$ cat config.mk
export PLATFORM = sky130hd
export DESIGN_NAME = cdi_host_glue
export DESIGN_NICKNAME = d
export VERILOG_FILES = /design/src/hw/cdi_host_pkg.sv /design/src/hw/cdi_mem_pkg.sv /design/src/hw/boot_sdram_arbiter.sv /design/src/hw/cdi_host_glue.sv /design/src/hw/nvram_sync_fsm.sv /design/src/hw/slave_worm_loader.sv
export SDC_FILE = /design/constraint.sdc
export NUM_CORES = 1
export LEC_CHECK = 0
export BUFFER_PORTS_ARGS = -buffer_cell sky130_fd_sc_hd__buf_2
export CAP_MARGIN = 20
export CELL_PAD_IN_SITES_DETAIL_PLACEMENT = 1
export CELL_PAD_IN_SITES_GLOBAL_PLACEMENT = 2
export CORE_MARGIN = 2
export CORE_UTILIZATION = 31
export CTS_BUF_LIST = sky130_fd_sc_hd__clkbuf_4
export DETAILED_ROUTE_END_ITERATION = 10
export PLACE_DENSITY = 0.89
export SYNTH_ARGS = -nofsm -noshare
export SYNTH_HDL_FRONTEND = slang
export SYNTH_SLANG_ARGS = --single-unit
$ cat constraint.sdc
create_clock -name clk_sys -period 9.3 [get_ports clk_sys]
set_input_delay 1.86 -clock clk_sys [delete_from_list [all_inputs] [get_ports clk_sys]]
set_output_delay 1.86 -clock clk_sys [all_outputs]
set_load 0.01 [all_outputs]
$ cat src/hw/cdi_host_pkg.sv
package cdi_host_pkg;

    // ==================================================================
    // Host protocol widths
    // ==================================================================

    localparam int ioctl_addr_w = 25;

    // Slave write-once memory is 8 KB
    localparam int worm_addr_w = 13;

    // Host words arrive little-endian
    typedef logic [15:0] host_word_t;

    // ==================================================================
    // Download transfers
    // ==================================================================

    typedef struct packed {
        logic                    download;
        logic                    wr;
        logic [ioctl_addr_w-1:0] addr;
        host_word_t              dout;
        logic [15:0]             index;
    } ioctl_s;

    // Target of a download, taken from index bits 7:6
    typedef enum logic [1:0] {
        main_rom   = 2'b00,
        slave_worm = 2'b01,
        vmpeg_rom  = 2'b10
    } rom_sel_t;

    function automatic rom_sel_t index_sel(input logic [15:0] index);
        return rom_sel_t'(index[7:6]);
    endfunction

    // ==================================================================
    // Image block buffer
    // ==================================================================

    typedef struct packed {
        logic       ack;
        logic       buff_wr;
        logic [7:0] buff_addr;
        host_word_t buff_dout;
    } blk_buf_s;

    typedef struct packed {
        logic [7:0] hi;
        logic [7:0] lo;
    } byte_pair_s;

    // One NvRAM word seen whole or as its two bytes
    typedef union packed {
        host_word_t word;
        byte_pair_s bytes;
    } nvram_word_u;

endpackage

$ cat src/hw/cdi_mem_pkg.sv
package cdi_mem_pkg;

    // ==================================================================
    // SDRAM side
    // ==================================================================

    localparam int sdram_addr_w = 25;
    localparam int sdram_data_w = 16;

    // Upper address bits of the ROM area
    localparam logic [4:0] rom_region_hi = 5'b00100;

    // One request towards the SDRAM controller
    typedef struct packed {
        logic [sdram_addr_w-1:0] addr;
        logic [sdram_data_w-1:0] data;
        logic                    rd;
        logic                    wr;
        logic                    word;
        logic                    refresh;
        logic                    burst;
    } sdram_req_s;

    // ==================================================================
    // NvRAM side
    // ==================================================================

    // Byte address into the 8 KB NvRAM
    localparam int nvram_addr_w = 13;

    // Backup and restore port of the NvRAM
    typedef struct packed {
        logic [nvram_addr_w-1:0] addr;
        logic [7:0]              restore_data;
        logic                    restore_write;
    } nvram_port_s;

    // ==================================================================
    // Slave write-once memory
    // ==================================================================

    // Byte write into the slave microcontroller's WORM
    typedef struct packed {
        logic [cdi_host_pkg::worm_addr_w-1:0] addr;
        logic [7:0]                           data;
        logic                                 wr;
    } worm_wr_s;

endpackage

$ cat src/hw/boot_sdram_arbiter.sv
module boot_sdram_arbiter (
    input  logic                    clk_sys,
    input  logic                    cditop_reset,
    input  cdi_host_pkg::ioctl_s    ioctl,
    input  cdi_mem_pkg::sdram_req_s core_req,
    input  logic                    sdram_busy,
    output cdi_mem_pkg::sdram_req_s sdram_req,
    output logic                    download_overflow
);
    import cdi_host_pkg::*;
    import cdi_mem_pkg::*;

    typedef enum logic [1:0] {
        rom_download,
        refresh,
        idle
    } owner_t;

    rom_sel_t                sel;
    logic                    rom_strobe;
    logic                    pending;
    logic                    busy_q;
    logic                    download_q;
    logic                    done;
    owner_t                  owner;
    owner_t                  owner_q;
    sdram_req_s              own_req;
    logic [sdram_addr_w-1:0] dl_addr;
    logic [sdram_data_w-1:0] dl_data;

    assign sel        = index_sel(ioctl.index);
    assign rom_strobe = ioctl.wr && (sel == main_rom || sel == vmpeg_rom);

    // Falling busy after our own accepted write
    assign done = (owner_q == rom_download) && busy_q && !sdram_busy;

    // ==================================================================
    // Owner selection and request
    // ==================================================================

    always_comb begin
        owner = idle;
        if (cditop_reset) begin
            owner = (pending && !done) ? rom_download : refresh;
        end
    end

    always_comb begin
        own_req      = '0;
        own_req.word = 1'b1;
        case (owner)
            rom_download: begin
                own_req.addr = dl_addr;
                own_req.data = dl_data;
                own_req.wr   = 1'b1;
            end
            refresh: begin
                own_req.rd      = 1'b1;
                own_req.refresh = 1'b1;
            end
            default: begin
            end
        endcase
        // Controller only takes requests while not busy
        if (sdram_busy) begin
            own_req.rd = 1'b0;
            own_req.wr = 1'b0;
        end
    end

    // Core has SDRAM to itself once out of reset
    assign sdram_req = cditop_reset ? own_req : core_req;

    // ==================================================================
    // Pending latch and overflow
    // ==================================================================

    always_ff @(posedge clk_sys) begin
        download_q <= ioctl.download;
        busy_q     <= sdram_busy;

        if (!ioctl.download && !sdram_busy) begin
            // No download running and the last write has gone out
            pending <= 1'b0;
            owner_q <= idle;
        end else begin
            if (!sdram_busy) begin
                owner_q <= owner;
            end
            if (rom_strobe) begin
                pending <= 1'b1;
            end else if (done) begin
                pending <= 1'b0;
            end
        end

        // Sticky until the next download starts
        if (ioctl.download && !download_q) begin
            download_overflow <= 1'b0;
        end else if (rom_strobe && pending && !done) begin
            download_overflow <= 1'b1;
        end
    end

    // Word is mapped into the ROM area and swapped to big endian
    always_ff @(posedge clk_sys) begin
        if (rom_strobe && (!pending || done)) begin
            dl_addr <= {rom_region_hi, ioctl.index[7], ioctl.addr[18:1], 1'b0};
            dl_data <= {ioctl.dout[7:0], ioctl.dout[15:8]};
        end
    end

endmodule

$ cat src/hw/cdi_host_glue.sv
module cdi_host_glue (
    input  logic                      clk_sys,
    input  logic                      cditop_reset,

    // Download from the host
    input  cdi_host_pkg::ioctl_s      ioctl,

    // SDRAM
    input  cdi_mem_pkg::sdram_req_s   core_req,
    input  logic                      sdram_busy,
    output cdi_mem_pkg::sdram_req_s   sdram_req,
    output logic                      download_overflow,

    // Slave WORM
    output cdi_mem_pkg::worm_wr_s     worm_wr,

    // NvRAM image and backup port
    input  cdi_host_pkg::blk_buf_s    nvram_blk,
    input  logic                      nvram_mount,
    input  logic                      osd_status,
    input  logic                      nvram_cpu_changed,
    input  logic [7:0]                nvram_backup_data,
    output cdi_mem_pkg::nvram_port_s  nvram_port,
    output logic                      nvram_hps_rd,
    output logic                      nvram_hps_wr,
    output cdi_host_pkg::host_word_t  nvram_hps_din,
    output logic                      nvram_allow_cpu_access,
    output logic                      backup_pending
);

    // Slave microcontroller firmware
    slave_worm_loader u_worm_loader (
        .clk_sys      (clk_sys),
        .cditop_reset (cditop_reset),
        .ioctl        (ioctl),
        .worm_wr      (worm_wr)
    );

    // Boot and MPEG ROMs plus SDRAM ownership during reset
    boot_sdram_arbiter u_sdram_arbiter (
        .clk_sys           (clk_sys),
        .cditop_reset      (cditop_reset),
        .ioctl             (ioctl),
        .core_req          (core_req),
        .sdram_busy        (sdram_busy),
        .sdram_req         (sdram_req),
        .download_overflow (download_overflow)
    );

    // NvRAM restore from and backup to the mounted image
    nvram_sync_fsm u_nvram_sync (
        .clk_sys                (clk_sys),
        .cditop_reset           (cditop_reset),
        .nvram_blk              (nvram_blk),
        .nvram_mount            (nvram_mount),
        .osd_status             (osd_status),
        .nvram_cpu_changed      (nvram_cpu_changed),
        .nvram_backup_data      (nvram_backup_data),
        .nvram_port             (nvram_port),
        .nvram_hps_rd           (nvram_hps_rd),
        .nvram_hps_wr           (nvram_hps_wr),
        .nvram_hps_din          (nvram_hps_din),
        .nvram_allow_cpu_access (nvram_allow_cpu_access),
        .backup_pending         (backup_pending)
    );

endmodule

$ cat src/hw/nvram_sync_fsm.sv
module nvram_sync_fsm (
    input  logic                     clk_sys,
    input  logic                     cditop_reset,
    input  cdi_host_pkg::blk_buf_s   nvram_blk,
    input  logic                     nvram_mount,
    input  logic                     osd_status,
    input  logic                     nvram_cpu_changed,
    input  logic [7:0]               nvram_backup_data,
    output cdi_mem_pkg::nvram_port_s nvram_port,
    output logic                     nvram_hps_rd,
    output logic                     nvram_hps_wr,
    output cdi_host_pkg::host_word_t nvram_hps_din,
    output logic                     nvram_allow_cpu_access,
    output logic                     backup_pending
);
    import cdi_host_pkg::*;
    import cdi_mem_pkg::*;

    typedef enum logic [3:0] {
        idle,
        wait_ack,
        backup0,
        backup1,
        backup2,
        backup3,
        restore0,
        restore1,
        restore2
    } state_t;

    state_t                  state;
    logic                    osd_q;
    logic                    buff_addr0_q;
    logic                    osd_rise;
    logic                    buff_step;
    logic                    restore_write;
    logic [nvram_addr_w-1:0] addr;
    nvram_word_u             restore_word;
    nvram_word_u             backup_word;

    assign osd_rise  = osd_status && !osd_q;
    // Host moved on to the next buffer word
    assign buff_step = buff_addr0_q != nvram_blk.buff_addr[0];

    // ==================================================================
    // Control
    // ==================================================================

    always_ff @(posedge clk_sys) begin
        if (cditop_reset) begin
            state                  <= idle;
            osd_q                  <= 1'b0;
            buff_addr0_q           <= 1'b0;
            nvram_hps_rd           <= 1'b0;
            nvram_hps_wr           <= 1'b0;
            restore_write          <= 1'b0;
            backup_pending         <= 1'b0;
            nvram_allow_cpu_access <= 1'b1;
        end else begin
            osd_q         <= osd_status;
            buff_addr0_q  <= nvram_blk.buff_addr[0];
            restore_write <= 1'b0;

            if (nvram_cpu_changed) begin
                backup_pending <= 1'b1;
            end

            // Requests drop once the host acknowledges
            if (nvram_blk.ack) begin
                nvram_hps_rd <= 1'b0;
                nvram_hps_wr <= 1'b0;
            end

            case (state)
                idle: begin
                    nvram_allow_cpu_access <= 1'b1;
                    if (nvram_mount) begin
                        nvram_hps_rd           <= 1'b1;
                        nvram_allow_cpu_access <= 1'b0;
                        state                  <= wait_ack;
                    end else if (backup_pending && osd_rise) begin
                        // Later CPU changes will ask for another backup
                        backup_pending         <= 1'b0;
                        nvram_hps_wr           <= 1'b1;
                        nvram_allow_cpu_access <= 1'b0;
                        state                  <= wait_ack;
                    end
                end
                wait_ack: begin
                    if (nvram_blk.ack && nvram_hps_rd) begin
                        state <= restore0;
                    end else if (nvram_blk.ack && nvram_hps_wr) begin
                        state <= backup0;
                    end
                end
                backup0: state <= backup1;
                backup1: state <= backup2;
                backup2: state <= backup3;
                backup3: begin
                    if (buff_step) begin
                        state <= backup1;
                    end
                    if (!nvram_blk.ack) begin
                        state <= idle;
                    end
                end
                restore0: begin
                    if (nvram_blk.buff_wr) begin
                        restore_write <= 1'b1;
                        state         <= restore1;
                    end
                    if (!nvram_blk.ack) begin
                        nvram_allow_cpu_access <= 1'b1;
                        state                  <= idle;
                    end
                end
                restore1: begin
                    restore_write <= 1'b1;
                    state         <= restore2;
                end
                restore2: state <= restore0;
                default:  state <= idle;
            endcase
        end
    end

    // ==================================================================
    // Address and data path
    // ==================================================================

    always_ff @(posedge clk_sys) begin
        case (state)
            idle: addr <= '0;
            backup0: addr <= addr + 1'b1;
            backup1: begin
                // Byte read data lags the address by one cycle
                backup_word.bytes.lo <= nvram_backup_data;
                addr                 <= addr + 1'b1;
            end
            backup2: backup_word.bytes.hi <= nvram_backup_data;
            backup3: begin
                if (buff_step) begin
                    addr <= addr + 1'b1;
                end
            end
            restore0: begin
                if (nvram_blk.buff_wr) begin
                    restore_word.word <= nvram_blk.buff_dout;
                end
            end
            restore1: addr <= addr + 1'b1;
            restore2: addr <= addr + 1'b1;
            default: begin
            end
        endcase
    end

    // Even address takes the low byte
    assign nvram_port = '{
        addr:          addr,
        restore_data:  addr[0] ? restore_word.bytes.hi : restore_word.bytes.lo,
        restore_write: restore_write
    };

    assign nvram_hps_din = backup_word.word;

endmodule

$ cat src/hw/slave_worm_loader.sv
module slave_worm_loader (
    input  logic                  clk_sys,
    input  logic                  cditop_reset,
    input  cdi_host_pkg::ioctl_s  ioctl,
    output cdi_mem_pkg::worm_wr_s worm_wr
);
    import cdi_host_pkg::*;

    logic                   strobe;
    logic                   strobe_q;
    logic                   wr_q;
    logic [worm_addr_w-1:0] addr_q;
    logic [7:0]             data_q;
    logic [7:0]             high_byte;

    assign strobe = ioctl.wr && (index_sel(ioctl.index) == slave_worm);

    // Write enable covers the strobe cycle and the one after it
    always_ff @(posedge clk_sys) begin
        if (cditop_reset) begin
            strobe_q <= 1'b0;
            wr_q     <= 1'b0;
        end else begin
            strobe_q <= strobe;
            wr_q     <= strobe || strobe_q;
        end
    end

    always_ff @(posedge clk_sys) begin
        if (strobe) begin
            // Low byte goes out first
            addr_q    <= ioctl.addr[worm_addr_w-1:0];
            data_q    <= ioctl.dout[7:0];
            high_byte <= ioctl.dout[15:8];
        end else begin
            // then the stored high byte at the odd address
            data_q    <= high_byte;
            addr_q[0] <= 1'b1;
        end
    end

    assign worm_wr = '{addr: addr_q, data: data_q, wr: wr_q};

endmodule

-- Word-level counts from Yosys, hierarchy flattened
Index checks and enable logic that the tools add are counted.
- register bits after elaboration: 128
- bits of input ports: 145
- output and inout bits: 111
- word-level logic and storage cells: 118
- add/sub/neg operators: 1
- equality and inequality tests: 18
- muxes and demuxes: 39
- reductions and logical operators: 35
- operator list (cell ; count):
    $mux W46 ; 1
    $mux W39 ; 1
    $pmux W13 S3 ; 1
    $pmux W4 S9 ; 1
    $mux W4 ; 8
    $mux W1 ; 20
    $eq A4 B3 Y1 const B ; 4
    $mux W8 ; 2
    $logic_and A1 B1 Y1 ; 14
    $add A13 B1 Y13 const B ; 1
    $mux W13 ; 1
    $eq A4 B2 Y1 const B ; 2
    $logic_not A1 Y1 ; 6
    $logic_not A2 Y1 ; 3
    $ne A3 B2 Y1 const B ; 2
    $reduce_and A2 Y1 ; 3
    $eq A2 B1 Y1 const B ; 2
    $eq A4 B1 Y1 const B ; 1
    $eq A4 B4 Y1 const B ; 1
    $logic_not A4 Y1 ; 1
    $mux W2 ; 2
    $pmux W1 S2 ; 2
    $reduce_and A4 Y1 ; 1
    $reduce_bool A2 Y1 ; 2
    other kinds (9) ; 11

-- Depth between registers and ports, before layout
- word-level depth: 11
- gate-level depth with buffers: 6
- depth with buffers taken out: 5

-- By module
From an unflattened synthesis, not the netlist that was laid out.
- cells, all modules: 338
- area, all modules: 5149.9 µm²
- modules (own cells, without submodules) (module ; instances ; cells an instance ; area an instance (µm²) ; sequential area each (µm²)):
    nvram_sync_fsm ; 1 ; 175 ; 2442.3 ; 1571.5
    boot_sdram_arbiter ; 1 ; 116 ; 1712.9 ; 1171.1
    slave_worm_loader ; 1 ; 47 ; 994.7 ; 820.8

-- Worst setup path after synthesis
Ideal clock, no wire load.
- path kind: input -> output
- from: in sdram_busy
- to: out sdram_req[24] (netlist bit)
- arrival: 2.866 ns
- required time: 7.440 ns
- path slack: 4.574 ns
- stages on the path: 5
- buffers on the path: 2
- path through: o41a_1 buf_2 buf_1 nand3_1 o21ai_0
- RTL lines (element ; RTL line ; source):
    start: declaration ; cdi_host_glue.sv:10 ; input logic sdram_busy,
    end: declaration ; cdi_host_glue.sv:11 ; output cdi_mem_pkg::sdram_req_s sdram_req,

==> run metrics <==
core area=16,500 µm²; CTS root buffer=clkbuf_4; DR WL met2=between 7 and 8 mm; post_cts resized=0; CP endpoint kind=output port; FILL cells=about 1,900; Primary FF master, synth=edfxtp_1; Lkg Pwr=0.00291 µW; clk sinks=around 130; Critical Path Max Stage Delay=0.66 ns; total gr overflow=0; Synth Register Bits=between 100 and 150; ratio of cells with drive above 1 in the final layout=a little over two fifths; slew margin rel.=28.6%; Worst setup SP type=input port; commonest non-fill, non-tap cells in the layout=buf_2 (228), edfxtp_1 (100), inv_1 (48); Tightest Pin Transition=1.06 ns; min cycle time layout=5.09 ns; commonest non-fill, non-tap cell in the layout=buf_2; final max-slew violation count=0; first-pass GRT wire length=21.8 mm; die height=133 µm; # hold bufs at CTS=0; syn nets=around 570; area of the multi-input gates=1310 µm²; Initial Utilization=31.4%; crit-path cells=buf_2, buf_4, nand3_1, o21ai_0, buf_2; Tot GR Track Use=15.7%; final period utilization=54.7%; TritonRoute pass-1 iters=5; outcome=finished clean; Synth async-reset ratio=0%; Clock Latency Late Sink=0.54 ns; Critical Path RT=7.44 ns; clock skew=0.0267 ns; Netlist cell types=47; ANT nets after route=0; drt via density=4.58; post-route setup TNS=0 ns; slowest CP cell=buf_4; row count=47; critical-path maximum fanout=98; die footprint=17,700 µm²; dpl hpwl=10.1 mm; synthesized area=a little over 5000 µm²; VDD IR-drop max=0.0968 mV; Residual DRC=0; Highest Signal Layer=met4; syn_area_per_cell=around 12 µm²; largest net degree at the start of global routing=just under 100; post-synth top area share=58.1%; most used cell, CP=buf_2; vias post-DR=4,078; I/O pin cnt=approximately 260; 1st-iter DRT viols=231; CTS Buf Count=17; CTS tree=done; sequential share of the synthesized area=68.9%; Non-Filler Instances=890; Ys Warns=0; register area=3560 µm²; # nets final=802; CTS max path bufs=2; post-CTS setup buffer count=0; Final GP Congestion=0.777; Hold Fails Final Rpt=0; DR WL/cell=15.4 µm; # placed instances=~860; biggest area consumer among synthesized cells=edfxtp_1; met3 WL=1.12 mm; worst path arrival time=roughly 3.2 ns; area grow syn2layout=31.5%; PD cells=206 nW/µm²; Clk pin slew, worst setup/hold paths=0.13 ns; chip width=133 µm; Crit Path Category=input port to output port; WL final=13.7 mm; routed length on met1=between 5 and 6 mm; Area contributors post-synth=edfxtp_1 (58%), dfxtp_1 (11%), nand3_1 (3.8%); initial antenna violation count=1; Final setup viols=0; I/O Buffers=228; Worst Hold Class=register to register; RSZ-0062 raised after global routing=no; EDFF count, synth=100; # H-tree levels=4; synthesized instance count=428; vias in the first global route=4,412; max-cap viol count=0; fmax=0.197 GHz
-- synth_stat cells (3+ instances only) --
cell type and instances:
edfxtp_1 100, inv_1 48, nand3_1 39, o21ai_0 37, nor2_1 30, dfxtp_1 28, nand2_1 28, clkbuf_1 12
xnor2_1 10, mux2_2 9, nor2b_1 9, a21oi_1 8, nor3_1 8, nand2b_1 7, buf_1 5, a22oi_1 3
buf_2 3, o22ai_1 3
-- final timing paths --
kind | to | slack (ns) | from | cells past startpoint
hold / removal | u_worm_loader.wr_q$_SDFF_PP0_ | 0.43 | u_worm_loader.strobe_q$_SDFF_PP0_ | 2
setup / recovery | sdram_req[19] | 4.21 | cditop_reset | 5
hold reg to reg | u_worm_loader.wr_q$_SDFF_PP0_ | 0.43 | u_worm_loader.strobe_q$_SDFF_PP0_ | 2
setup reg to reg | u_nvram_sync.addr[2]$_SDFFCE_PN0P_ | 6.98 | u_nvram_sync.state[3]$_SDFFE_PP0P_ | 4
-- critical path: cells and delay by family --
family / cells / cell delay [ns]
AO/OA/AOI/OAI: 1 / 0.14
AND/OR/NAND/NOR: 1 / 0.25
buffers and inverters: 3 / 0.89
-- state kept, by name, indices dropped and copies added (netlist names), 2 cells and up --
name	flops
u_nvram_sync.state	4
u_worm_loader.addr_q	13
u_sdram_arbiter.owner_q	2
u_nvram_sync.addr	13
u_worm_loader.data_q	8
u_sdram_arbiter.dl_addr	19
u_sdram_arbiter.dl_data	16
u_worm_loader.high_byte	8
u_nvram_sync.nvram_hps_din	16
u_nvram_sync.restore_word	16
-- power breakdown --
| group | leakage, µW | total, µW | internal [µW] | switching (µW) |
|---|---|---|---|---|
| sequential | 0.00117 | 744 | 686 | 57.4 |
| combinational | 0.00161 | 291 | 127 | 164 |
| clock | 0.000140 | 362 | 139 | 223 |
| total | 0.00291 | 1400 | 953 | 445 |
-- metal layers --
layer / track usage [%] / vias to the layer above
li1: - / 1959
met1: 17.0 / 1945
met2: 27.7 / 161
met3: 6.16 / 13
met4: 5.97 / 0
met5: 0 / -
-- kinds of logic (layout without fill, tap and decap cells) --
family | Yosys count | after routing | synth area share [%]
multiplexers | 11 | 11 | 2.35
flip-flops | 128 | 128 | 68.9
AND/OR/NAND/NOR | 136 | 136 | 12.9
other | 0 | 1 | 0
buffers and inverters | 74 | 315 | 5.88
XOR/XNOR | 12 | 12 | 2.03
adder cells (fa/ha/maj) | 1 | 1 | 0.242
AO/OA/AOI/OAI | 66 | 66 | 7.65
-- layout make-up --
class                           count  area share [%]
Tap cell                          220            4.05
Antenna cell                        1          0.0368
Clock buffer                       18            1.99
Clock inverter                     14            1.95
Timing Repair Buffer              233            17.5
Multi-Input combinational cell    226            19.3
Sequential cell                   128            52.4
Inverter                           50            2.76
-- through the flow --
stage	cell area (µm²)	worst slack, ns	util [%]	hold WS (ns)	power, µW
after floorplan	5170	4.57	-	0.411	920
after global placement	6500	4.25	39.5	0.422	1040
after detailed placement	6500	4.21	39.5	0.430	1050
after CTS	6770	4.21	41.1	0.423	1420
after global routing	6800	4.11	41.3	0.448	1480
final	6800	4.21	41.3	0.431	1400
(Power assumes the default switching activity.)
